`config.mk`:
```
export PLATFORM = sky130hd
export DESIGN_NAME = reset_sequencer
export DESIGN_NICKNAME = d
export VERILOG_FILES = /design/src/board_pkg.sv /design/src/reset_sequencer.sv
export SDC_FILE = /design/constraint.sdc
export NUM_CORES = 1
export LEC_CHECK = 0
export BUFFER_PORTS_ARGS = -buffer_cell sky130_fd_sc_hd__buf_2
export CAP_MARGIN = 20
export CORE_AREA = 3 3 40 42
export DETAILED_ROUTE_END_ITERATION = 8
export DIE_AREA = 0 0 43 45
export HOLD_SLACK_MARGIN = 0.12
export MAX_ROUTING_LAYER = met4
export PLACE_DENSITY = 0.69
export RECOVER_POWER = 25
export SLEW_MARGIN = 20
export SYNTH_ARGS = -nofsm -noshare
export SYNTH_HDL_FRONTEND = slang
export SYNTH_SLANG_ARGS = --single-unit
export TNS_END_PERCENT = 1
```
`constraint.sdc`:
```
create_clock -name sysclk -period 1.7 [get_ports sysclk]
set_input_delay 0.34 -clock sysclk [delete_from_list [all_inputs] [get_ports sysclk]]
set_output_delay 0.34 -clock sysclk [all_outputs]
set_load 0.01 [all_outputs]
```
`src/board_pkg.sv`:
```
// reset sequencing and LED constants; lengths assume the single sysclk domain
`default_nettype none

package board_pkg;

   //////////////////////////////
   // reset sequencer
   //////////////////////////////

   // 3 bits so the state can go straight out as rst_st
   typedef enum logic [2:0] {
      RS_DRAM_RESET = 3'b001, // dram held in reset
      RS_CALIB      = 3'b010, // waiting on calibration
      RS_MACH_RESET = 3'b011, // machine reset after calib
      RS_RUN        = 3'b100  // boot done, cpu_en toggling
   } rst_state_t;

   localparam int DRAM_RESET_CYCLES = 16;
   localparam int MACH_RESET_CYCLES = 8;
   localparam int SEQ_CNT_W         = $clog2(DRAM_RESET_CYCLES) + 1; // covers both lengths

   //////////////////////////////
   // status leds
   //////////////////////////////

   localparam int DIMMER_BITS = 20; // top bit gives about 50% duty
   localparam int BDST_W      = 7;  // boot disk status bits shown

endpackage

`default_nettype wire
```
`src/reset_sequencer.sv`:
```
// waits on calib_done with no timeout; cpu_en is a clock enable on sysclk, not a clock
`timescale 1ns/1ns
`default_nettype none

module reset_sequencer (
   input  logic                  sysclk,
   input  logic                  rst,
   input  logic                  calib_done,
   output logic                  dram_reset,
   output logic                  machine_reset,
   output logic                  boot,
   output logic                  cpu_en,
   output board_pkg::rst_state_t rst_st,
   output logic [2:0]            cpu_st
);
   import board_pkg::*;

   rst_state_t             state;
   logic [SEQ_CNT_W-1:0]   cnt;       // shared by both timed states
   logic                   boot_seen; // sticky, one cycle behind boot

   always_ff @(posedge sysclk) begin
      if (rst) begin
         state         <= RS_DRAM_RESET;
         cnt           <= '0;
         dram_reset    <= 1'b1;
         machine_reset <= 1'b1;
         boot          <= 1'b0;
         cpu_en        <= 1'b0;
         boot_seen     <= 1'b0;
      end else begin
         boot      <= 1'b0;               // pulse by default
         boot_seen <= boot_seen | boot;
         case (state)
            RS_DRAM_RESET: begin
               cnt <= cnt + 1'b1;
               if (cnt == SEQ_CNT_W'(DRAM_RESET_CYCLES - 1)) begin
                  state      <= RS_CALIB;
                  dram_reset <= 1'b0;     // back end starts calibrating
                  cnt        <= '0;
               end
            end
            RS_CALIB: begin
               if (calib_done)
                  state <= RS_MACH_RESET;
            end
            RS_MACH_RESET: begin
               cnt <= cnt + 1'b1;
               if (cnt == SEQ_CNT_W'(MACH_RESET_CYCLES - 1)) begin
                  state         <= RS_RUN;
                  machine_reset <= 1'b0;
                  boot          <= 1'b1;  // same edge as machine_reset fall
                  cnt           <= '0;
               end
            end
            RS_RUN: begin
               cpu_en <= ~cpu_en;         // half-rate cpu step
            end
            default: begin
               state <= RS_DRAM_RESET;
            end
         endcase
      end
   end

   assign rst_st = state;

   // {running, boot seen, machine reset}
   assign cpu_st = {state == RS_RUN, boot_seen, machine_reset};

endmodule

`default_nettype wire

```
==> results.yml <==
status:
  status: "finished clean"
detailed_routing:
  routedWlPerCell_um: 12.6
  route.vias.total: 506
  dr.pass1.iters: 5
  drc: 0
  routed_wirelength_mm: 1.20
  avgViaCountPerCell: 5.33
  drt.antenna.violating_nets: 0
  drt-initial-drc-count: 3
cells_and_area:
  share_of_post_route_cells_with_drive_strength_above_1_pct: 22.5
  syn2layout_area_growth_pct: 15.2
  utilization_pct: 55.3
  antenna-diode-count: 0
  final_net_count: 86
timing:
  finalHoldViolCount: 0
  finalCritPeriodShare_pct: 90.6
  max_freq_ghz: 0.649
  tightest_slew_ns: 0.366
  setup_repair_after_global_routing_missed_its_margin: "no"
  fin_setup_tns_ns: 0
  clock-skew-final_ns: 0.00300
  fin_crit_ns: 1.54
  final-setup-viol-count: 0
  maxSlewViolCount: 0
  max-slew-margin-rel_pct: 75.5
placement:
  io_buffers: 12
  rd_place_congestion: 0.856
clocking:
  cts_sinks: 13
  worst_skew_pair.late_latency_ns: 0.28
  clkTransAtPathRegs_ns: 0.08
  cts.hold.buffers_added: 0
  clock_tree.buffer_depth: 2
  cts.root.buffer_cell: "clkbuf_4"
  cts_tree: "done"
  cts_made_buffers: 3
  htree_levels: 1
critical_path:
  regToRegSetupSlack_ns: 0.16
  crit_chain: "ha_2 > nand3_1 > ha_1 > nor2b_1 > o21ai_0 > a311oi_1"
  worstSetupStartpointType: "flip-flop"
  path_class: "flip-flop to flip-flop"
  critPathCaptureType: "flip-flop"
  crit_arrival_ns: 1.74
  critical_path.max_fanout: 5
  critical_path.max_stage_delay_ns: 0.38
  timing.critical_path.slowest_stage_cell: "dfxtp_1"
  cp_num_buf_inv: 0
  worst_ep_required_time_ns: 1.89
  critical-path-top-delay-family: "adder cells"
power_and_ir_drop:
  vdd_drop_max_mv: 0.522
  p_per_cell_area_mw_per_mm2: 759
  reported_leakage_power_nw: 0.310
  totalPowerFinal_uw: 540
logic_synthesis:
  post_synth_num_cell_types: 29
  ys_async_sr_fraction_pct: 0
  synth_top_family_by_area: "simple AND/OR/NAND/NOR gates"
  postSynthRegisterBits: 13
  adder_and_majority_cell_fraction_of_the_synthesized_area_pct: 4.06
  synthesis.area_sq_um: 617
  ys.warnings.count: 0
  area_fraction_in_compound_gates_after_synthesis_pct: 15.4
  synth_top_flop_cell: "dfxtp_1"
  synth-edff-count: 0
  netlist.area_leader.share_pct: 42.2
  synth.yosys.seq_area_share_pct: 42.2
  post-synth-top-area-cell: "dfxtp_1"
  ys_top_cells_by_area: "dfxtp_1, nor2_1, ha_1"
  basic_gate_share_of_the_synthesized_area_counting_and_or_nand_and_nor_cells_pct: 26.8
  mappedNetlistNets: 71
  netlist_instances: 66
  synth.area.mux_share_pct: 1.62
  syn_area_per_cell_sq_um: 9.35
  synthXorXnorAreaFrac_pct: 4.26
floorplanning:
  die_width_um: 43
  y_dimension_of_the_die_um: 45
  row_count: 13
  placeableCoreArea_sq_mm: 0.00128
  io-pin-count: 13
  fp.dieArea_sq_mm: 0.00194
  initial_core_util_pct: 48.0
global_route:
  global_route_wire_length_before_repair_mm: 2.02
  grt_pass1_vias: 444
  total_routing_usage_reported_by_global_routing_pct: 14.9
  grt_overflow_total: 0
  initial_antenna_violation_count: 0
  grt_max_degree: 14
min_path:
  min_path_type: "input pin to flip-flop"
flow_run:
  max-cap-violations: 0
-- metrics by stage --
stage               hold WS [ns]  setup slack (ns)  cells  instance area, sq um
floorplan                  0.412             0.170     66                   617
global placement           0.439             0.180     91                   687
detailed placement         0.450             0.128     91                   687
CTS                        0.386             0.108     95                   713
global route               0.407            0.0333     95                   711
finish                     0.377             0.160     95                   711
-- area by class of cell --
type,instances,area (sq um)
Fill cell,139,574
Inverter,3,11.3
Timing Repair Buffer,14,70.1
Tap cell,15,18.8
Multi-Input combinational cell,46,324
Clock buffer,4,26.3
Sequential cell,13,260
-- synthesized netlist by cell type (all sizes together) (2+ instances only) --
| master | n |
|---|---|
| inv | 3 |
| nor2b | 2 |
| ha | 2 |
| o211ai | 2 |
| nand2 | 3 |
| nand3 | 2 |
| a311oi | 2 |
| nand2b | 4 |
| a21oi | 4 |
| nand3b | 2 |
| dfxtp | 13 |
| o21ai | 2 |
| nor2 | 7 |
| xnor2 | 2 |
| nor3 | 2 |
| buf | 3 |
-- kinds of logic (layout without fill, tap and decap cells) --
group,Yosys count,in the layout
xor gates and xnor gates,3,3
buffers and inverters,7,21
muxes,1,1
adders and majority gates,2,2
DFF,13,13
AOI/OAI and AO/OA,14,14
and+or+nand+nor,26,26
-- layer usage --
layer / track usage [%] / wire [um]
met1: 18.1 / 567
met2: 22.5 / 563
met3: 2.39 / 34
met4: 10.8 / 29
met5: - / 0
-- worst reg2reg max path, stage by stage (launching register included) --
cell and delay, ns:
dfxtp_1 0.38, ha_2 0.25, nand3_1 0.11, ha_1 0.29
nor2b_1 0.10, o21ai_0 0.08, a311oi_1 0.25
-- report_power, final --
group / internal [mW] / leakage, nW / total [mW] / switching, mW
Combinational: 0.0122 / 0.189 / 0.0261 / 0.0139
Sequential: 0.311 / 0.105 / 0.319 / 0.00832
Clock: 0.0911 / 0.0150 / 0.195 / 0.104
-- path summary, 6_finish.rpt --
| check | from | endpoint | cells after the start |
|---|---|---|---|
| hold / removal | rst | cnt[2] | 2 |
| setup / recovery | cnt[0] | cnt[4] | 6 |
| setup reg to reg | cnt[0] | cnt[4] | 6 |
| hold reg to reg | dram_reset | dram_reset | 2 |
-- timing repair --
action	4_1_cts	5_1_grt
resized for setup	0	1
buffers inserted	0	0
endpoints found under the setup margin	0	1
-- cells in the final DEF (no fill, tap or decap), types with 2 or more instances in the layout --
cell      instances
a21oi_1           4
a311oi_1          2
buf_2             8
buf_4             2
clkbuf_1          5
clkbuf_4          3
dfxtp_1          13
inv_1             3
nand2_1           3
nand2b_1          4
nand3_1           2
nor2_1            7
nor2b_1           2
nor3_1            2
o211ai_1          2
o21ai_0           2
xnor2_1           2
-- state kept, by name, summed over array words and instances (netlist names) --
signal,flops
boot_seen,1
dram_reset,1
cnt,5
cpu_en,1
boot,1
machine_reset,1
rst_st,3
(Power assumes the default switching activity.)
