**config.mk**
```make
export PLATFORM = sky130hd
export DESIGN_NAME = mem_arbiter_flat
export DESIGN_NICKNAME = d
export VERILOG_FILES = /design/src/mem_pkg.sv /design/src/dram_cmd_if.sv /design/src/mem_port_if.sv /design/src/mem_arbiter.sv /design/src/flat_wrapper.sv
export SDC_FILE = /design/constraint.sdc
export NUM_CORES = 1
export LEC_CHECK = 0
export BUFFER_PORTS_ARGS = -buffer_cell sky130_fd_sc_hd__buf_2
export CAP_MARGIN = 0
export CORE_AREA = 2 2 144 146
export CTS_CLUSTER_SIZE = 25
export DETAILED_ROUTE_END_ITERATION = 7
export DIE_AREA = 0 0 146 148
export PLACE_DENSITY = 0.68
export SETUP_SLACK_MARGIN = 0.1
export SLEW_MARGIN = 25
export SYNTH_ARGS = -nofsm -noshare
export SYNTH_HDL_FRONTEND = slang
export SYNTH_SLANG_ARGS = --single-unit
```
**constraint.sdc**
```tcl
create_clock -name sysclk -period 7.5 [get_ports sysclk]
set_input_delay 1.5 -clock sysclk [delete_from_list [all_inputs] [get_ports sysclk]]
set_output_delay 1.5 -clock sysclk [all_outputs]
set_load 0.05 [all_outputs]
```
**src/mem_pkg.sv**
```systemverilog
// memory map and timing; only STORE_AW low bits per region are kept, higher bits alias
`default_nettype none

package mem_pkg;

   localparam int DATA_W      = 32;
   localparam int SDRAM_AW    = 22; // cpu main memory word address
   localparam int VRAM_AW     = 15; // video memory word address
   localparam int STORE_AW    = 10; // bits kept per region in the back end
   localparam int MEM_LATENCY = 3;  // issue to result
   localparam int NUM_CLIENTS = 3;

   // back end calibration model
   localparam int CALIB_CYCLES = 32;
   localparam int CALIB_CNT_W  = 6;

   typedef enum logic {
      REGION_MAIN  = 1'b0,
      REGION_VIDEO = 1'b1
   } region_t;

   // tag value doubles as the client slot index and its priority (low wins)
   typedef enum logic [1:0] {
      TAG_VGA   = 2'd0,
      TAG_SDRAM = 2'd1,
      TAG_VRAM  = 2'd2
   } client_t;

   // same 23-bit word, read as main or video address
   typedef union packed {
      struct packed {
         region_t               region;
         logic [SDRAM_AW-1:0]   addr;
      } main;
      struct packed {
         region_t                      region; // same bit as main.region
         logic [SDRAM_AW-VRAM_AW-1:0]  pad;
         logic [VRAM_AW-1:0]           addr;
      } video;
   } mem_addr_u;

endpackage

`default_nettype wire

```
**src/dram_cmd_if.sv**
```systemverilog
// arbiter to back end bus; no back-pressure, every issue is taken in its cycle
`timescale 1ns/1ns
`default_nettype none

interface dram_cmd_if;
   import mem_pkg::*;

   logic                issue;
   logic                write;
   mem_addr_u           addr;
   logic [DATA_W-1:0]   wdata;
   client_t             tag;       // follows the request through the pipe
   logic                res_valid;
   client_t             res_tag;
   logic [DATA_W-1:0]   rdata;
   logic                calib_done;

   modport master (
      output issue, write, addr, wdata, tag,
      input  res_valid, res_tag, rdata, calib_done
   );

   modport slave (
      input  issue, write, addr, wdata, tag,
      output res_valid, res_tag, rdata, calib_done
   );

endinterface

`default_nettype wire

```
**src/mem_port_if.sv**
```systemverilog
// one client port; req only while ready, at most one request outstanding per client
`timescale 1ns/1ns
`default_nettype none

interface mem_port_if;
   import mem_pkg::*;

   logic                req;   // one-cycle strobe
   logic                write;
   mem_addr_u           addr;
   logic [DATA_W-1:0]   wdata;
   logic [DATA_W-1:0]   rdata; // valid with done
   logic                ready; // level, low while busy
   logic                done;  // one-cycle strobe

   modport client (
      output req, write, addr, wdata,
      input  rdata, ready, done
   );

   modport server (
      input  req, write, addr, wdata,
      output rdata, ready, done
   );

endinterface

`default_nettype wire

```
**src/mem_arbiter.sv**
```systemverilog
// fixed priority vga > sdram > vram; one issue per cycle, each client one request at a time
`timescale 1ns/1ns
`default_nettype none

module mem_arbiter (
   input  logic        sysclk,
   input  logic        rst,
   mem_port_if.server  vga,
   mem_port_if.server  sdram,
   mem_port_if.server  vram,
   dram_cmd_if.master  cmd
);
   import mem_pkg::*;

   // per client, indexed by tag value
   logic [NUM_CLIENTS-1:0]  req_in;
   logic [NUM_CLIENTS-1:0]  wr_in;
   mem_addr_u               addr_in  [NUM_CLIENTS];
   logic [DATA_W-1:0]       wdata_in [NUM_CLIENTS];
   logic [NUM_CLIENTS-1:0]  ready;
   logic [NUM_CLIENTS-1:0]  done;

   logic [NUM_CLIENTS-1:0]  pend_q;   // latched, not yet issued
   logic [NUM_CLIENTS-1:0]  flight_q; // issued, result pending
   logic [NUM_CLIENTS-1:0]  wr_q;
   mem_addr_u               addr_q   [NUM_CLIENTS];
   logic [DATA_W-1:0]       wdata_q  [NUM_CLIENTS];
   client_t                 sel;

   //////////////////////////////
   // gather ports
   //////////////////////////////
   assign req_in = {vram.req, sdram.req, vga.req};
   assign wr_in  = {vram.write, sdram.write, vga.write};
   assign addr_in[TAG_VGA]    = vga.addr;
   assign addr_in[TAG_SDRAM]  = sdram.addr;
   assign addr_in[TAG_VRAM]   = vram.addr;
   assign wdata_in[TAG_VGA]   = vga.wdata;
   assign wdata_in[TAG_SDRAM] = sdram.wdata;
   assign wdata_in[TAG_VRAM]  = vram.wdata;

   assign ready = {NUM_CLIENTS{cmd.calib_done}} & ~(pend_q | flight_q);

   always_ff @(posedge sysclk) begin
      if (rst) begin
         pend_q   <= '0;
         flight_q <= '0;
      end else begin
         for (int i = 0; i < NUM_CLIENTS; i++) begin
            if (req_in[i] && ready[i])
               pend_q[i] <= 1'b1;
         end
         if (cmd.issue) begin
            pend_q[sel]   <= 1'b0;
            flight_q[sel] <= 1'b1;
         end
         if (cmd.res_valid)
            flight_q[cmd.res_tag] <= 1'b0; // slot free, ready next cycle
      end
   end

   // request payload, held until issue
   always_ff @(posedge sysclk) begin
      for (int i = 0; i < NUM_CLIENTS; i++) begin
         if (req_in[i] && ready[i]) begin
            wr_q[i]    <= wr_in[i];
            addr_q[i]  <= addr_in[i];
            wdata_q[i] <= wdata_in[i];
         end
      end
   end

   always_comb begin
      sel = TAG_VGA;
      if (pend_q[TAG_VGA])        sel = TAG_VGA;
      else if (pend_q[TAG_SDRAM]) sel = TAG_SDRAM;
      else if (pend_q[TAG_VRAM])  sel = TAG_VRAM;
   end

   assign cmd.issue = |pend_q;
   assign cmd.tag   = sel;
   assign cmd.write = wr_q[sel];
   assign cmd.addr  = addr_q[sel];
   assign cmd.wdata = wdata_q[sel];

   //////////////////////////////
   // results back to clients
   //////////////////////////////
   assign done[TAG_VGA]   = cmd.res_valid && (cmd.res_tag == TAG_VGA);
   assign done[TAG_SDRAM] = cmd.res_valid && (cmd.res_tag == TAG_SDRAM);
   assign done[TAG_VRAM]  = cmd.res_valid && (cmd.res_tag == TAG_VRAM);

   assign vga.ready   = ready[TAG_VGA];
   assign sdram.ready = ready[TAG_SDRAM];
   assign vram.ready  = ready[TAG_VRAM];
   assign vga.done    = done[TAG_VGA];
   assign sdram.done  = done[TAG_SDRAM];
   assign vram.done   = done[TAG_VRAM];
   assign vga.rdata   = done[TAG_VGA]   ? cmd.rdata : '0;
   assign sdram.rdata = done[TAG_SDRAM] ? cmd.rdata : '0;
   assign vram.rdata  = done[TAG_VRAM]  ? cmd.rdata : '0;

endmodule

`default_nettype wire

```
**src/flat_wrapper.sv**
```systemverilog
// flat-port wrapper written by rule: the top's interface ports become plain ports
module mem_arbiter_flat import mem_pkg::*;
  (sysclk, rst, vga_req, vga_write, vga_addr, vga_wdata, vga_rdata, vga_ready, vga_done, sdram_req, sdram_write, sdram_addr, sdram_wdata, sdram_rdata, sdram_ready, sdram_done, vram_req, vram_write, vram_addr, vram_wdata, vram_rdata, vram_ready, vram_done, cmd_issue, cmd_write, cmd_addr, cmd_wdata, cmd_tag, cmd_res_valid, cmd_res_tag, cmd_rdata, cmd_calib_done);
  mem_port_if vga_i ();
  mem_port_if sdram_i ();
  mem_port_if vram_i ();
  dram_cmd_if cmd_i ();
  input  logic sysclk;
  input  logic rst;
  input wire logic [$bits(vga_i.req)-1:0] vga_req;
  input wire logic [$bits(vga_i.write)-1:0] vga_write;
  input wire logic [$bits(vga_i.addr)-1:0] vga_addr;
  input wire logic [$bits(vga_i.wdata)-1:0] vga_wdata;
  output wire logic [$bits(vga_i.rdata)-1:0] vga_rdata;
  output wire logic [$bits(vga_i.ready)-1:0] vga_ready;
  output wire logic [$bits(vga_i.done)-1:0] vga_done;
  input wire logic [$bits(sdram_i.req)-1:0] sdram_req;
  input wire logic [$bits(sdram_i.write)-1:0] sdram_write;
  input wire logic [$bits(sdram_i.addr)-1:0] sdram_addr;
  input wire logic [$bits(sdram_i.wdata)-1:0] sdram_wdata;
  output wire logic [$bits(sdram_i.rdata)-1:0] sdram_rdata;
  output wire logic [$bits(sdram_i.ready)-1:0] sdram_ready;
  output wire logic [$bits(sdram_i.done)-1:0] sdram_done;
  input wire logic [$bits(vram_i.req)-1:0] vram_req;
  input wire logic [$bits(vram_i.write)-1:0] vram_write;
  input wire logic [$bits(vram_i.addr)-1:0] vram_addr;
  input wire logic [$bits(vram_i.wdata)-1:0] vram_wdata;
  output wire logic [$bits(vram_i.rdata)-1:0] vram_rdata;
  output wire logic [$bits(vram_i.ready)-1:0] vram_ready;
  output wire logic [$bits(vram_i.done)-1:0] vram_done;
  output wire logic [$bits(cmd_i.issue)-1:0] cmd_issue;
  output wire logic [$bits(cmd_i.write)-1:0] cmd_write;
  output wire logic [$bits(cmd_i.addr)-1:0] cmd_addr;
  output wire logic [$bits(cmd_i.wdata)-1:0] cmd_wdata;
  output wire logic [$bits(cmd_i.tag)-1:0] cmd_tag;
  input wire logic [$bits(cmd_i.res_valid)-1:0] cmd_res_valid;
  input wire logic [$bits(cmd_i.res_tag)-1:0] cmd_res_tag;
  input wire logic [$bits(cmd_i.rdata)-1:0] cmd_rdata;
  input wire logic [$bits(cmd_i.calib_done)-1:0] cmd_calib_done;
  assign vga_i.req = vga_req;
  assign vga_i.write = vga_write;
  assign vga_i.addr = vga_addr;
  assign vga_i.wdata = vga_wdata;
  assign vga_rdata = vga_i.rdata;
  assign vga_ready = vga_i.ready;
  assign vga_done = vga_i.done;
  assign sdram_i.req = sdram_req;
  assign sdram_i.write = sdram_write;
  assign sdram_i.addr = sdram_addr;
  assign sdram_i.wdata = sdram_wdata;
  assign sdram_rdata = sdram_i.rdata;
  assign sdram_ready = sdram_i.ready;
  assign sdram_done = sdram_i.done;
  assign vram_i.req = vram_req;
  assign vram_i.write = vram_write;
  assign vram_i.addr = vram_addr;
  assign vram_i.wdata = vram_wdata;
  assign vram_rdata = vram_i.rdata;
  assign vram_ready = vram_i.ready;
  assign vram_done = vram_i.done;
  assign cmd_issue = cmd_i.issue;
  assign cmd_write = cmd_i.write;
  assign cmd_addr = cmd_i.addr;
  assign cmd_wdata = cmd_i.wdata;
  assign cmd_tag = cmd_i.tag;
  assign cmd_i.res_valid = cmd_res_valid;
  assign cmd_i.res_tag = cmd_res_tag;
  assign cmd_i.rdata = cmd_rdata;
  assign cmd_i.calib_done = cmd_calib_done;
  mem_arbiter u_core (.sysclk(sysclk), .rst(rst), .vga(vga_i), .sdram(sdram_i), .vram(vram_i), .cmd(cmd_i));
endmodule
```
==> run_results.csv <==
group,metric,value,unit
run_status,status,"finished clean",
die,rows,52,
hold_path,hp-start,"u_core.flight_q[0]$_SDFF_PP0_",
global_route,antenna_found_initial,1,
power,internal_power,1.75,mW
drt,drt_iter0_drc,189,
yosys,postSynthCellCount,489,
cts,cts_hold_buf,0,
power,seqPwrFrac,46.0,%
timing,fin_crit_sh,59.7,%
die,start_util,35.7,%
timing,finalHoldViolCount,0,
timing,fin_hold_ws,0.491,ns
power,switchingPower,0.733,mW
drt,ant_nets,0,
placed_design,place_inst,1110,
setup_path,r2r_start,"u_core.pend_q[0]$_SDFF_PP0_",
global_route,grt_pass1_vias,5261,
final_layout,stdcell_count,1143,
timing,finalSetupTns,0,ns
global_route,grt_overflow_total,0,
cts,cts_buffers,17,
drt,drc,0,
setup_path,critPathLaunch,"cmd_res_tag[0]",
global_route,grt_max_degree,65,
final_layout,drive_above_1_share,47.6,%
cts,cts_setup_buffers,0,
die,die_width,146,um
die,io_pins,370,
power,vdd_drop_max,0.156,mV
timing,setup_ws,3.02,ns
power,swShare,29.6,%
power,p_comb_share,19.0,%
drt,vias,5217,
placed_design,io_buffers,369,
cts,cts-root-buf,"clkbuf_16",
cts,clock_latency,0.42,ns
yosys,syn_area_per_cell,14.6,um^2
final_layout,area_growth,38.2,%
power,p_leak,4.17,nW
die,design.core.area,20000,um^2
setup_path,start_kind,"input pin",
cts,cts_resized,0,
drt,firstDrtPassIters,5,
timing,slew_violations,0,
setup_path,path_class,"input pin to output port",
cts,cts_max_level,4,
yosys,ys_seq_area_share,72.2,%
timing,post-route-min-period,4.48,ns
job,drv_cap,0,
setup_path,timing.critical_path.mode_cell,"buf_2",
timing,fmax,0.223,GHz
die,dieArea,21600,um^2
final_layout,fin_nets,1068,
yosys,ys_types,21,
drt,drt-wirelength-per-cell,18.3,um
timing,finalSetupViolCount,0,
setup_path,critPathMaxStageDelay,0.81,ns
timing,tightest_slew,0.904,ns
setup_path,path_max_fanout,34,
final_layout,final_util,49.3,%
cts,cts_tree,"done",
final_layout,num-fill-cells,1808,
power,powerDensity,251,nW/um^2
hold_path,hp-class,"register to register",
die,die_h,148,um
setup_path,cp-end-kind,"output port",
timing,grt_setup_unrepaired,"false",
placed_design,dp_hpwl,15400,um
global_route,grt_pass1_wl,30000,um
placed_design,pre_cts_slack,3.03,ns
placed_design,gp_congestion,0.917,
power,total_power,2.48,mW
cts,numClockSinks,174,
global_route,grt_usage,18.9,%
setup_path,crit_slowest_cell,"and3b_1",
setup_path,cp.arrival,2.98,ns
timing,slew-limit-headroom,39.7,%
timing,final.setup_skew,0.00834,ns
yosys,yosys_warnings,0,
drt,viasPerCell,4.56,
cts,clockBufferDepth,2,
drt,wirelength,20900,um
setup_path,cp.required,6.00,ns
yosys,syn_nets,698,
power,pwr-share-clk,35.0,%
setup_path,path_cells,"buf_2, and3b_1, and2_1, buf_2",
yosys,synth_area,7150,um^2
final_layout,fin_area,9880,um^2
cts,cts.clk_slew.worst_paths,0.06,ns
yosys,synth_seq_cells,174,
placed_design,place_area,9300,um^2
==> power by group through the flow <==
stage / Sequential, mW / Clock (mW) / Combinational (mW)
after detailed placement: 1.16 / 0 / 0.477
after CTS: 1.14 / 0.890 / 0.478
after floorplan: 1.16 / 0 / 0.323
after global routing: 1.14 / 0.927 / 0.499
after global placement: 1.16 / 0 / 0.473
final: 1.14 / 0.869 / 0.471
==> cell type report <==
type	count	area, um^2	area share (%)
sequential	174	5160	52.3
clock buffer	18	429	4.34
antenna	1	2.50	0.0253
multi-input combinational	287	1850	18.7
clock inverter	14	156	1.58
tap	270	338	3.42
timing repair buffer	379	1940	19.6
==> cell families (layout without fill, tap and decap cells) <==
group	Yosys count	in the layout	share of synthesized area, %
AND/OR/NAND/NOR	175	175	13.4
other	0	1	0
multiplexers	56	56	7.84
flip-flops	174	174	72.2
buffers and inverters	28	411	2.61
AO/OA/AOI/OAI	56	56	3.92
==> worst max-delay path, delay by kind of cell <==
family / cells / cell delay (ns)
buf+inv: 2 / 0.40
simple gates: 2 / 1.08
==> cell usage in the layout, fill, tap and decap left out, drive strengths merged <==
cell type    n
edfxtp     168
clkinvlp     2
nor3         5
nor2         5
mux2i       56
diode        1
dfxtp        6
or3          1
nor2b        2
o21ai       56
inv          5
nor3b        5
bufinv       2
and2        97
buf        379
nand2       56
clkbuf      18
clkinv       5
nor4bb       2
and3b        2
==> cells in the mapped netlist (all sizes together) <==
cell	instances	share of area [%]
nor3b	5	0.59
nor2b	2	0.17
nor2	5	0.26
o21ai	56	3.9
or3	1	0.088
and2	97	8.5
nand2	56	2.9
and3b	2	0.24
clkbuf	14	0.73
buf	14	1.9
dfxtp	6	1.7
nor4bb	2	0.28
mux2i	56	7.8
edfxtp	168	71
nor3	5	0.35
==> state kept, by name (all words and copies together) (netlist names) <==
signal and count:
u_core.flight_q 3, u_core.addr_q 69, u_core.pend_q 3, u_core.wdata_q 96
u_core.wr_q 3
==> per-layer routing <==
layer  vias up  global-route usage, %  routed length (um)
met2       246                   35.8               11300
met4         0                   10.3                 897
li1       2504                      -                   -
met3        49                   5.37                1310
met5         -                      0                   0
met1      2418                   18.6                7330
==> path summary, 6_finish.rpt <==
kind                                                  endpoint  slack, ns  depth (start not counted)
worst min-delay path             u_core.flight_q[0]$_SDFF_PP0_       0.49                          2
worst min register to register   u_core.flight_q[0]$_SDFF_PP0_       0.49                          2
worst max register to register  u_core.wdata_q[0][6]$_DFFE_PP_       5.28                          3
worst max-delay path                             vram_rdata[4]       3.02                          4
(Power assumes the default switching activity.)
