### config.mk
export PLATFORM = sky130hd
export DESIGN_NAME = status_leds
export DESIGN_NICKNAME = d
export VERILOG_FILES = /design/src/board_pkg.sv /design/src/status_leds.sv
export SDC_FILE = /design/constraint.sdc
export NUM_CORES = 1
export LEC_CHECK = 0
export ABC_AREA = 1
export BUFFER_PORTS_ARGS = -buffer_cell sky130_fd_sc_hd__buf_2
export CORE_UTILIZATION = 51
export CTS_BUF_LIST = sky130_fd_sc_hd__clkbuf_8 sky130_fd_sc_hd__clkbuf_16
export DETAILED_ROUTE_END_ITERATION = 7
export PLACE_DENSITY = 0.83
export SYNTH_ARGS = -nofsm -noshare
export SYNTH_HDL_FRONTEND = slang
export SYNTH_SLANG_ARGS = --single-unit
export TNS_END_PERCENT = 50
### constraint.sdc
create_clock -name sysclk -period 1.45 [get_ports sysclk]
set_input_delay 0.29 -clock sysclk [delete_from_list [all_inputs] [get_ports sysclk]]
set_output_delay 0.29 -clock sysclk [all_outputs]
set_load 0.01 [all_outputs]
### src/board_pkg.sv
// reset sequencing and LED constants; lengths assume the single sysclk domain
`default_nettype none

package board_pkg;

   //////////////////////////////
   // reset sequencer
   //////////////////////////////

   // 3 bits so the state can go straight out as rst_st
   typedef enum logic [2:0] {
      RS_DRAM_RESET = 3'b001, // dram held in reset
      RS_CALIB      = 3'b010, // waiting on calibration
      RS_MACH_RESET = 3'b011, // machine reset after calib
      RS_RUN        = 3'b100  // boot done, cpu_en toggling
   } rst_state_t;

   localparam int DRAM_RESET_CYCLES = 16;
   localparam int MACH_RESET_CYCLES = 8;
   localparam int SEQ_CNT_W         = $clog2(DRAM_RESET_CYCLES) + 1; // covers both lengths

   //////////////////////////////
   // status leds
   //////////////////////////////

   localparam int DIMMER_BITS = 20; // top bit gives about 50% duty
   localparam int BDST_W      = 7;  // boot disk status bits shown

endpackage

`default_nettype wire
### src/status_leds.sv
// flags are sticky until rst; dimmed leds stay dark for the first half dimmer period
`timescale 1ns/1ns
`default_nettype none

module status_leds (
   input  logic                          sysclk,
   input  logic                          rst,
   input  logic                          calib_done,
   input  logic                          boot,
   input  logic                          promdis,
   input  logic [2:0]                    cpu_st,
   input  board_pkg::rst_state_t         rst_st,
   input  logic [board_pkg::BDST_W-1:0]  bdst,
   output logic [15:0]                   led
);
   import board_pkg::*;

   logic                    calib_seen;
   logic                    boot_seen;
   logic                    promdis_seen;
   logic [DIMMER_BITS-1:0]  dimmer;
   logic                    dim_en;   // registered top bit of dimmer
   logic [2:0]              rs_bits;

   always_ff @(posedge sysclk) begin
      if (rst) begin
         calib_seen   <= 1'b0;
         boot_seen    <= 1'b0;
         promdis_seen <= 1'b0;
         dimmer       <= '0;
         dim_en       <= 1'b0;
      end else begin
         calib_seen   <= calib_seen | calib_done;
         boot_seen    <= boot_seen | boot;
         promdis_seen <= promdis_seen | promdis;
         dimmer       <= dimmer + 1'b1;
         dim_en       <= dimmer[DIMMER_BITS-1];
      end
   end

   assign rs_bits = rst_st;

   always_comb begin
      led[0]  = calib_seen;             // full brightness
      led[1]  = cpu_st[0];
      led[2]  = cpu_st[1];
      led[3]  = cpu_st[2];
      // rgb groups, dimmed
      led[4]  = rs_bits[0] & dim_en;
      led[5]  = promdis_seen & dim_en;
      led[6]  = bdst[0] & dim_en;
      led[7]  = rs_bits[1] & dim_en;
      led[8]  = bdst[1] & dim_en;
      led[9]  = bdst[2] & dim_en;
      led[10] = rs_bits[2] & dim_en;
      led[11] = bdst[3] & dim_en;
      led[12] = bdst[4] & dim_en;
      led[13] = boot_seen & dim_en;
      led[14] = bdst[5] & dim_en;
      led[15] = bdst[6] & dim_en;
   end

endmodule

`default_nettype wire

==> results of run 1 <==
[path summary, 6_finish.rpt]
path	from	to	slack [ps]	depth (start not counted)
setup reg to reg	dimmer[1]	dimmer[12]	150	8
setup / recovery	dimmer[1]	dimmer[12]	150	8
hold reg to reg	dimmer[0]	dimmer[0]	430	1
hold / removal	promdis	promdis_seen	230	3
[power by group through the flow]
stage / Combinational [W] / Clock, W / Sequential (W)
2_1_floorplan: 0.0000399 / 0 / 0.000694
3_3_place_gp: 0.0000577 / 0 / 0.000695
3_5_place_dp: 0.0000593 / 0 / 0.000695
4_1_cts: 0.0000597 / 0.000589 / 0.000680
5_1_grt: 0.0000683 / 0.000613 / 0.000683
6_report: 0.0000583 / 0.000577 / 0.000680
[Yosys cell counts (all sizes together)]
library cell  count
nor2             43
o21ai             3
dfxtp            24
ha                1
nand4             3
a21oi             9
clkbuf            2
nand3            11
nand2            48
buf               4
xor2              2
nor3              1
nor3b             1
inv              32
o21a              1
clkinv            1
o21bai            1
xnor2             1
[per-layer routing]
metal	global-route usage (%)	up-vias	routed length, microns	share of wire (%)
met3	2.92	4	139	6.2
met5	0	-	0	0
met1	22.2	476	1080	48
li1	-	619	-	-
met2	31.6	32	987	44
met4	7.21	0	21	0.94
[stage by stage]
step	hold WS, ps	power [W]	util [%]	instances	cell area [sq um]
floorplan	359	0.000734	-	188	1250
global placement	432	0.000753	61.7	238	1390
detailed placement	442	0.000755	61.7	238	1390
CTS	232	0.00133	64.8	242	1460
global route	242	0.00136	64.9	242	1460
finish	230	0.00132	64.9	242	1460
[critical path, delay by kind of cell, from the launching register on]
family                   cells  cell delay (ps)
AND/OR/NAND/NOR              7              650
flip-flops                   1              360
adder cells (fa/ha/maj)      1              190
[cells by family (layout without fill, tap and decap cells)]
| family | Yosys count | count (layout) |
|---|---|---|
| compound gates | 14 | 14 |
| xor+xnor | 3 | 3 |
| fa+ha+maj | 1 | 1 |
| buf+inv | 39 | 65 |
| flops | 24 | 24 |
| simple gates | 107 | 107 |
[registers in the layout (all words and copies together) (netlist names)]
signal and flops:
dim_en 1, calib_seen 1, boot_seen 1, dimmer 20, promdis_seen 1
[area by class of cell]
cell class                      count  share of cell area, %
Tap cell                           28                   2.39
Clock buffer                        3                   2.82
Timing Repair Buffer               28                   9.74
Clock inverter                      1                   2.05
Sequential cell                    24                   33.0
Multi-Input combinational cell    125                   41.5
Inverter                           33                   8.46
==> results.sh, run 1 <==
export IMPL_status="complete, no violations"
export IMPL_vdd_drop_max_v=0.000642
export IMPL_period_needed_ps=1300
export IMPL_drv_cap=0
export IMPL_hpwl_microns=1740
export IMPL_synth_nets=207
export IMPL_insertion_delay_ps=260
export IMPL_grt_max_degree=15
export IMPL_path_cells="ha_1 -> nand2_1 -> nor2_2 -> nand2_1 -> nor2_2 -> nand3_1 -> nand2_1 -> nor2_1"
export IMPL_fmax_mhz=770
export IMPL_synthesis_area_sq_um=1250
export IMPL_cts_root_buf="clkbuf_8"
export IMPL_worst_ep_arrival_time_ps=1460
export IMPL_dr_first_iter_drc_count=16
export IMPL_worstMarginPinSlew_ps=273
export IMPL_grt_pass1_wl_microns=3680
export IMPL_cts_made_buffers=3
export IMPL_antenna_found_initial=0
export IMPL_crit_path_max_incr_delay_ps=360
export IMPL_yosysSeqAreaShare_pct=38.4
export IMPL_synth_top_cell_area_share_pct=38.4
export IMPL_core_sq_um=2250
export IMPL_clock_power_share_pct=43.9
export IMPL_holdBufCountCts=0
export IMPL_seqCellArea_sq_um=483
export IMPL_finalCritPeriodShare_pct=89.6
export IMPL_setup_ws_ps=151
export IMPL_grtUsageTotal_pct=18.2
export IMPL_area_delta_synth_final_pct=17.1
export IMPL_worstSetupEndpointType="flop"
export IMPL_clockBufferDepth=2
export IMPL_num_vias=1131
export IMPL_synth_warnings=0
export IMPL_die_width_microns=51.5
export IMPL_final_max_slew_viol_count=0
export IMPL_io_buffer_count=27
export IMPL_clk_pin_slew_ps=80
export IMPL_p_per_area_nw_per_um2=899
export IMPL_crit_path_frequent_cell="nand2_1"
export IMPL_yosys_area_top_type="dfxtp_1"
export IMPL_ant_nets=0
export IMPL_finalSetupTns_ps=0
export IMPL_path_class="flop to flop"
export IMPL_cp_data_required_time_ps=1610
export IMPL_setup_viol=0
export IMPL_place_ws_ps=143
export IMPL_vias_per_cell=4.67
export IMPL_cp_start_kind="flop"
export IMPL_synth_top_family_by_area="simple AND/OR/NAND/NOR gates"
export IMPL_wire_per_inst_microns=9.20
export IMPL_drc=0
export IMPL_fillers=217
export IMPL_final_common_cell="nand2_1"
export IMPL_grt_pass1_vias=925
export IMPL_first_pass_iters=4
export IMPL_final_cell_mix="nand2_1 (44), nor2_1 (38), inv_1 (32), buf_2 (27), dfxtp_1 (22)"
export IMPL_cts_tree="yes"
export IMPL_initial_core_util_pct=55.4
export IMPL_hp_class="input port to flop"
export IMPL_p_leak_nw=0.768
export IMPL_htree_levels=1
export IMPL_post_cts_resize_count=0
export IMPL_ys_seq_elements=24
export IMPL_crit_fanout=3
export IMPL_synth_fa_ha_area_share_pct=1.00
export IMPL_clkSinkCount=24
export IMPL_ios=34
export IMPL_p_int_w=0.00107
export IMPL_syn_avg_cell_area_sq_um=6.65
export IMPL_synth_compound_area_share_pct=6.31
export IMPL_cts_setup_buffers=0
export IMPL_synthSimpleGateAreaFrac_pct=39.2
export IMPL_grt_ovfl_total=0
export IMPL_drive_gt1_share_pct=21.5
export IMPL_multiInputGateArea_sq_um=608
export IMPL_yosys_top_cells_area="dfxtp_1 (38%), nand2_1 (13%), nor2_1 (11%), inv_1 (9.6%), nand3_1 (4.4%)"
export IMPL_maxSlewHeadroom_pct=81.7
export IMPL_comb_power_share_pct=4.4
export IMPL_gp_congestion=0.784
export IMPL_synth_xor_xnor_area_share_pct=2.10
export IMPL_muxShareOfSynthArea_pct=0
export IMPL_p_switching_w=0.000247
export IMPL_finClkSkew_ps=2.94
export IMPL_dieArea_sq_um=2650
export IMPL_pwr_share_seq_pct=51.7
export IMPL_synthDistinctLibCells=23
export IMPL_die_h_microns=51.5
export IMPL_drt_total_wl_microns=2230
export IMPL_rows=17
export IMPL_diodes=0
export IMPL_critical_path_slowest_cell="dfxtp_1"
export IMPL_final_net_count=234
export IMPL_finalHoldViolCount=0
export IMPL_syn_inst=188
export IMPL_rsz0062_at_grt="no"
export IMPL_switching_share_pct=18.8
Note: power is estimated with default switching activity, not from simulation.
==> inputs of run 2 (changes only) <==
BUFFER_PORTS_ARGS = unset   (was -buffer_cell sky130_fd_sc_hd__buf_2)
CORE_UTILIZATION = 61   (was 51)
DONT_BUFFER_PORTS = 1   (was unset)
PLACE_DENSITY = 0.82   (was 0.83)
==> run 2 against run 1 <==
Non-clock buffer count is 28 lower. Register-to-register slack worse by 40 ps. Routed wire length is 9.2% higher. First-iteration DRC count is 63% higher. Critical path depth stayed put. Flip-flop and latch count stayed put. Critical path type unchanged. Sequential share of layout area is 4.1 points higher. Global-route usage is 6.0 points higher. Clock power is 23% lower. Largest power group unchanged. Largest cell class unchanged. Power is 12% lower.
==> results.sh, run 2 (synthesis gave the netlist of run 1 again) <==
export IMPL_status="complete, no violations"
export IMPL_period_needed_ps=1340
export IMPL_hp_start="rst"
export IMPL_core_sq_um=1940
export IMPL_io_buffer_count=0
export IMPL_antenna_found_initial=0
export IMPL_cp_start_kind="flop"
export IMPL_dpl_instance_area_sq_um=1250
export IMPL_drv_cap=0
export IMPL_final_area_sq_um=1300
export IMPL_p_leak_nw=0.630
export IMPL_final_common_cell="nand2_1"
export IMPL_htree_levels=1
export IMPL_num_vias=1103
export IMPL_clk_pin_slew_ps=80
export IMPL_worst_ep_arrival_time_ps=1500
export IMPL_clockBufferDepth=2
export IMPL_wire_per_inst_microns=11.4
export IMPL_multiInputGateArea_sq_um=608
export IMPL_grt_max_degree=16
export IMPL_dpl_cell_count=209
export IMPL_die_h_microns=47.3
export IMPL_hpwl_microns=1890
export IMPL_drive_gt1_share_pct=9.68
export IMPL_fmax_mhz=746
export IMPL_setup_viol=0
export IMPL_final_cell_mix="nand2_1 (44), nor2_1 (38), inv_1 (32), dfxtp_1 (22), nand3_1 (11)"
export IMPL_largest_reg_flops=20
export IMPL_cts_tree="yes"
export IMPL_initial_core_util_pct=64.4
export IMPL_final_max_slew_viol_count=0
export IMPL_finalHoldViolCount=0
export IMPL_finalCritPeriodShare_pct=92.4
export IMPL_worstSetupEndpointType="flop"
export IMPL_path_class="flop to flop"
export IMPL_ant_nets=0
export IMPL_startpoint="dimmer[1]"
export IMPL_cts_setup_buffers=0
export IMPL_finClkSkew_ps=2.22
export IMPL_finalSetupTns_ps=0
export IMPL_cts_made_buffers=3
export IMPL_ios=34
export IMPL_crit_fanout=3
export IMPL_cts_root_buf="clkbuf_8"
export IMPL_grtUsageTotal_pct=24.2
export IMPL_grt_pass1_vias=930
export IMPL_regToRegStartpoint="dimmer[1]"
export IMPL_gp_congestion=0.794
export IMPL_vdd_drop_max_v=0.000624
export IMPL_first_pass_iters=5
export IMPL_rsz0062_at_grt="no"
export IMPL_dieArea_sq_um=2230
export IMPL_area_delta_synth_final_pct=4.30
export IMPL_final_net_count=206
export IMPL_hp_class="input port to flop"
export IMPL_clkSinkCount=24
export IMPL_vias_per_cell=5.18
export IMPL_die_width_microns=47.3
export IMPL_worst_r2r_setup_slack_ps=110
export IMPL_fillers=171
export IMPL_rows=16
export IMPL_grt_pass1_wl_microns=3720
export IMPL_fin_cells=213
export IMPL_worstMarginPinSlew_ps=302
export IMPL_insertion_delay_ps=260
export IMPL_p_per_area_nw_per_um2=887
export IMPL_maxSlewHeadroom_pct=79.7
export IMPL_holdBufCountCts=0
export IMPL_cp_data_required_time_ps=1610
export IMPL_drc=0
export IMPL_largest_register="dimmer"
export IMPL_dr_first_iter_drc_count=26
export IMPL_drt_total_wl_microns=2430
export IMPL_grt_ovfl_total=0
export IMPL_diodes=0
export IMPL_seqCellArea_sq_um=483
## run 2: cell count changes in the layout (fill, tap and decap cells not counted), sizes merged
cell    delta
buf       -28
bufinv     -1
clkbuf     +1
## run 2: critical path, cell delays in order (launching register included)
cell     delay (ps)
dfxtp_1         360
ha_1            190
nand2_1         100
nor2_2          140
nand2_1         110
nor2_2          140
nand3_1          90
nand2_1          70
nor2_1           40
## run 2: power by group
| group | switching [W] | total [W] | internal (W) |
|---|---|---|---|
| Combinational | 0.0000184 | 0.0000304 | 0.0000119 |
| Clock | 0.000202 | 0.000444 | 0.000242 |
| Sequential | 0.0000104 | 0.000682 | 0.000672 |
## run 2: area by class of cell
class / count / area share (%)
multi-input cells: 125 / 46.6
flip-flops and latches: 24 / 37.0
inverters: 33 / 9.50
clock buffers: 4 / 4.22
well taps: 27 / 2.59
## run 2: worst paths after layout
check | cells past startpoint | to
worst max-delay path | 8 | dimmer[18]
worst min-delay path | 1 | dimmer[0]
worst max register to register | 8 | dimmer[18]
worst min register to register | 1 | dimmer[0]
## run 2: metal layers
layer  part of all wire (%)  track usage [%]
met3                    7.1             3.85
met4                   0.99             9.71
met1                     39             26.8
met2                     53             45.2
met5                      0                0
## run 2: repair_timing
| action | in CTS | in global routing |
|---|---|---|
| endpoints found under the hold margin | 0 | 0 |
| resized for setup | 0 | 2 |
| endpoints found under the setup margin | 0 | 8 |
## run 2: through the flow
step / util (%) / hold slack (ps) / total power [W] / setup WS [ps]
2_1_floorplan: - / 359 / 0.000734 / 241
6_report: 67.1 / 73.1 / 0.00116 / 110
4_1_cts: 67.0 / 77.9 / 0.00117 / 99.3
3_5_place_dp: 64.2 / 361 / 0.000729 / 114
3_3_place_gp: 64.2 / 362 / 0.000725 / 205
5_1_grt: 67.1 / 55.4 / 0.00121 / 25.9
==> inputs of run 3 (changes only) <==
CORE_UTILIZATION = 40   (was 61)
PLACE_DENSITY = 0.59   (was 0.82)
==> run 3 against run 2 <==
The run now ends with design-rule violations left. Worst setup slack gained 20 ps. Critical path depth did not move. Clock power fell by 13%. Die area rose by 50%. Sequential power about the same. Sequential share of layout area is 0.096 points lower. Cell count up 1.4%. Clock skew grew 2.0 ps. Largest cell class unchanged.
==> results.sh, run 3 (synthesis gave the netlist of run 1 again) <==
export IMPL_p_leak_nw=0.620
export IMPL_io_buffer_count=0
export IMPL_dieArea_sq_um=3350
export IMPL_finClkSkew_ps=4.21
export IMPL_vdd_drop_max_v=0.000392
export IMPL_cts_tree="yes"
export IMPL_status="complete, but fails checks"
export IMPL_ant_nets=0
export IMPL_setup_viol=0
export IMPL_worstMarginPinSlew_ps=345
export IMPL_crit_path_frequent_cell="nand2_1"
export IMPL_cts_root_buf="clkbuf_8"
export IMPL_drc=6
export IMPL_vias_per_cell=4.95
export IMPL_grt_pass1_vias=1010
export IMPL_final_common_cell="nand2_1"
export IMPL_violations="design-rule violations"
export IMPL_first_pass_iters=8
export IMPL_cp_start_kind="flop"
export IMPL_fmax_mhz=758
export IMPL_area_delta_synth_final_pct=4.30
export IMPL_critical_path_slowest_cell="dfxtp_1"
export IMPL_num_vias=1069
export IMPL_finalSetupTns_ps=0
export IMPL_p_per_area_nw_per_um2=842
export IMPL_diodes=0
export IMPL_cp_buffers_inverters=0
export IMPL_holdBufCountCts=0
export IMPL_clkSinkCount=24
export IMPL_crit_fanout=3
export IMPL_period_needed_ps=1320
export IMPL_final_net_count=206
export IMPL_die_width_microns=57.9
export IMPL_finalHoldViolCount=0
export IMPL_antenna_found_initial=0
export IMPL_grt_ovfl_total=0
export IMPL_rsz0062_at_grt="no"
export IMPL_dr_first_iter_drc_count=24
export IMPL_drv_cap=0
export IMPL_crit_path_max_incr_delay_ps=360
export IMPL_rows=19
export IMPL_largest_register="dimmer"
export IMPL_final_max_slew_viol_count=0
export IMPL_gp_congestion=0.776
export IMPL_path_cells="ha_2 -> nand2_1 -> nor2_4 -> nand2_1 -> nor2_2 -> nand3_1 -> nand2_1 -> nor2_1"
export IMPL_grt_pass1_wl_microns=4100
export IMPL_worst_ep_arrival_time_ps=1480
export IMPL_hp_class="input port to flop"
export IMPL_cp_top_family="simple AND/OR/NAND/NOR gates"
export IMPL_dpl_cell_count=213
export IMPL_clk_pin_slew_ps=80
export IMPL_fin_cells=216
export IMPL_drt_total_wl_microns=2380
export IMPL_clockBufferDepth=2
export IMPL_ios=34
export IMPL_wire_per_inst_microns=11.0
export IMPL_cts_made_buffers=3
export IMPL_cp_data_required_time_ps=1610
export IMPL_largest_reg_flops=20
export IMPL_core_sq_um=2850
export IMPL_drive_gt1_share_pct=9.73
export IMPL_hpwl_microns=1850
export IMPL_worstSetupEndpointType="flop"
export IMPL_path_class="flop to flop"
export IMPL_htree_levels=1
export IMPL_grt_max_degree=16
export IMPL_finalCritPeriodShare_pct=91.0
export IMPL_die_h_microns=57.9
export IMPL_final_cell_mix="nand2_1 (44), nor2_1 (37), inv_1 (32), dfxtp_1 (23), nand3_1 (11)"
export IMPL_maxSlewHeadroom_pct=77.0
export IMPL_insertion_delay_ps=260
export IMPL_initial_core_util_pct=43.8
export IMPL_grtUsageTotal_pct=15.8
## run 3: cell types whose count changed in the layout (fill, tap and decap cells not counted), sizes merged
cell	before	now
clkbuf	4	3
## run 3: cell type report
cell class | count | area (sq um)
multi-input cells | 125 | 618
clock buffers | 3 | 41.3
flip-flops and latches | 24 | 482
inverters | 33 | 124
well taps | 31 | 38.8
fillers | 286 | 1550
## run 3: worst paths after layout
path | start | to | slack (ps) | cells past startpoint
max | dimmer[1] | dimmer[18] | 130 | 8
min | rst | dimmer[0] | 80 | 1
max reg2reg | dimmer[1] | dimmer[18] | 130 | 8
min reg2reg | dimmer[0] | dimmer[0] | 430 | 1
## run 3: through the flow
step	hold WS [ps]	setup slack (ps)	util [%]	total power [W]	cell area, sq um
after detailed placement	362	77.4	43.9	0.000727	1250
after floorplan	359	241	-	0.000734	1250
after global routing	62.1	7.44	45.7	0.00114	1300
after global placement	362	195	43.9	0.000725	1250
after CTS	78.8	60.3	45.3	0.00111	1290
final	76.5	130	45.7	0.00110	1300
## run 3: per-layer routing
| layer | GRT usage, % | part of all wire (%) | vias to the layer above |
|---|---|---|---|
| met1 | 18.1 | 45 | 466 |
| met3 | 2.68 | 5.5 | 5 |
| met4 | 7.48 | 1.8 | 0 |
| met5 | 0 | 0 | - |
| li1 | - | - | 559 |
| met2 | 28.4 | 48 | 39 |
## run 3: timing repair
item,CTS,global route
setup buffers,0,0
gates resized for setup,0,4
setup endpoints to repair,0,3
## run 3: report_power, final
group | switching (W) | internal [W]
Combinational | 0.0000177 | 0.0000124
Clock | 0.000200 | 0.000186
Sequential | 0.0000101 | 0.000672
Total | 0.000228 | 0.000870
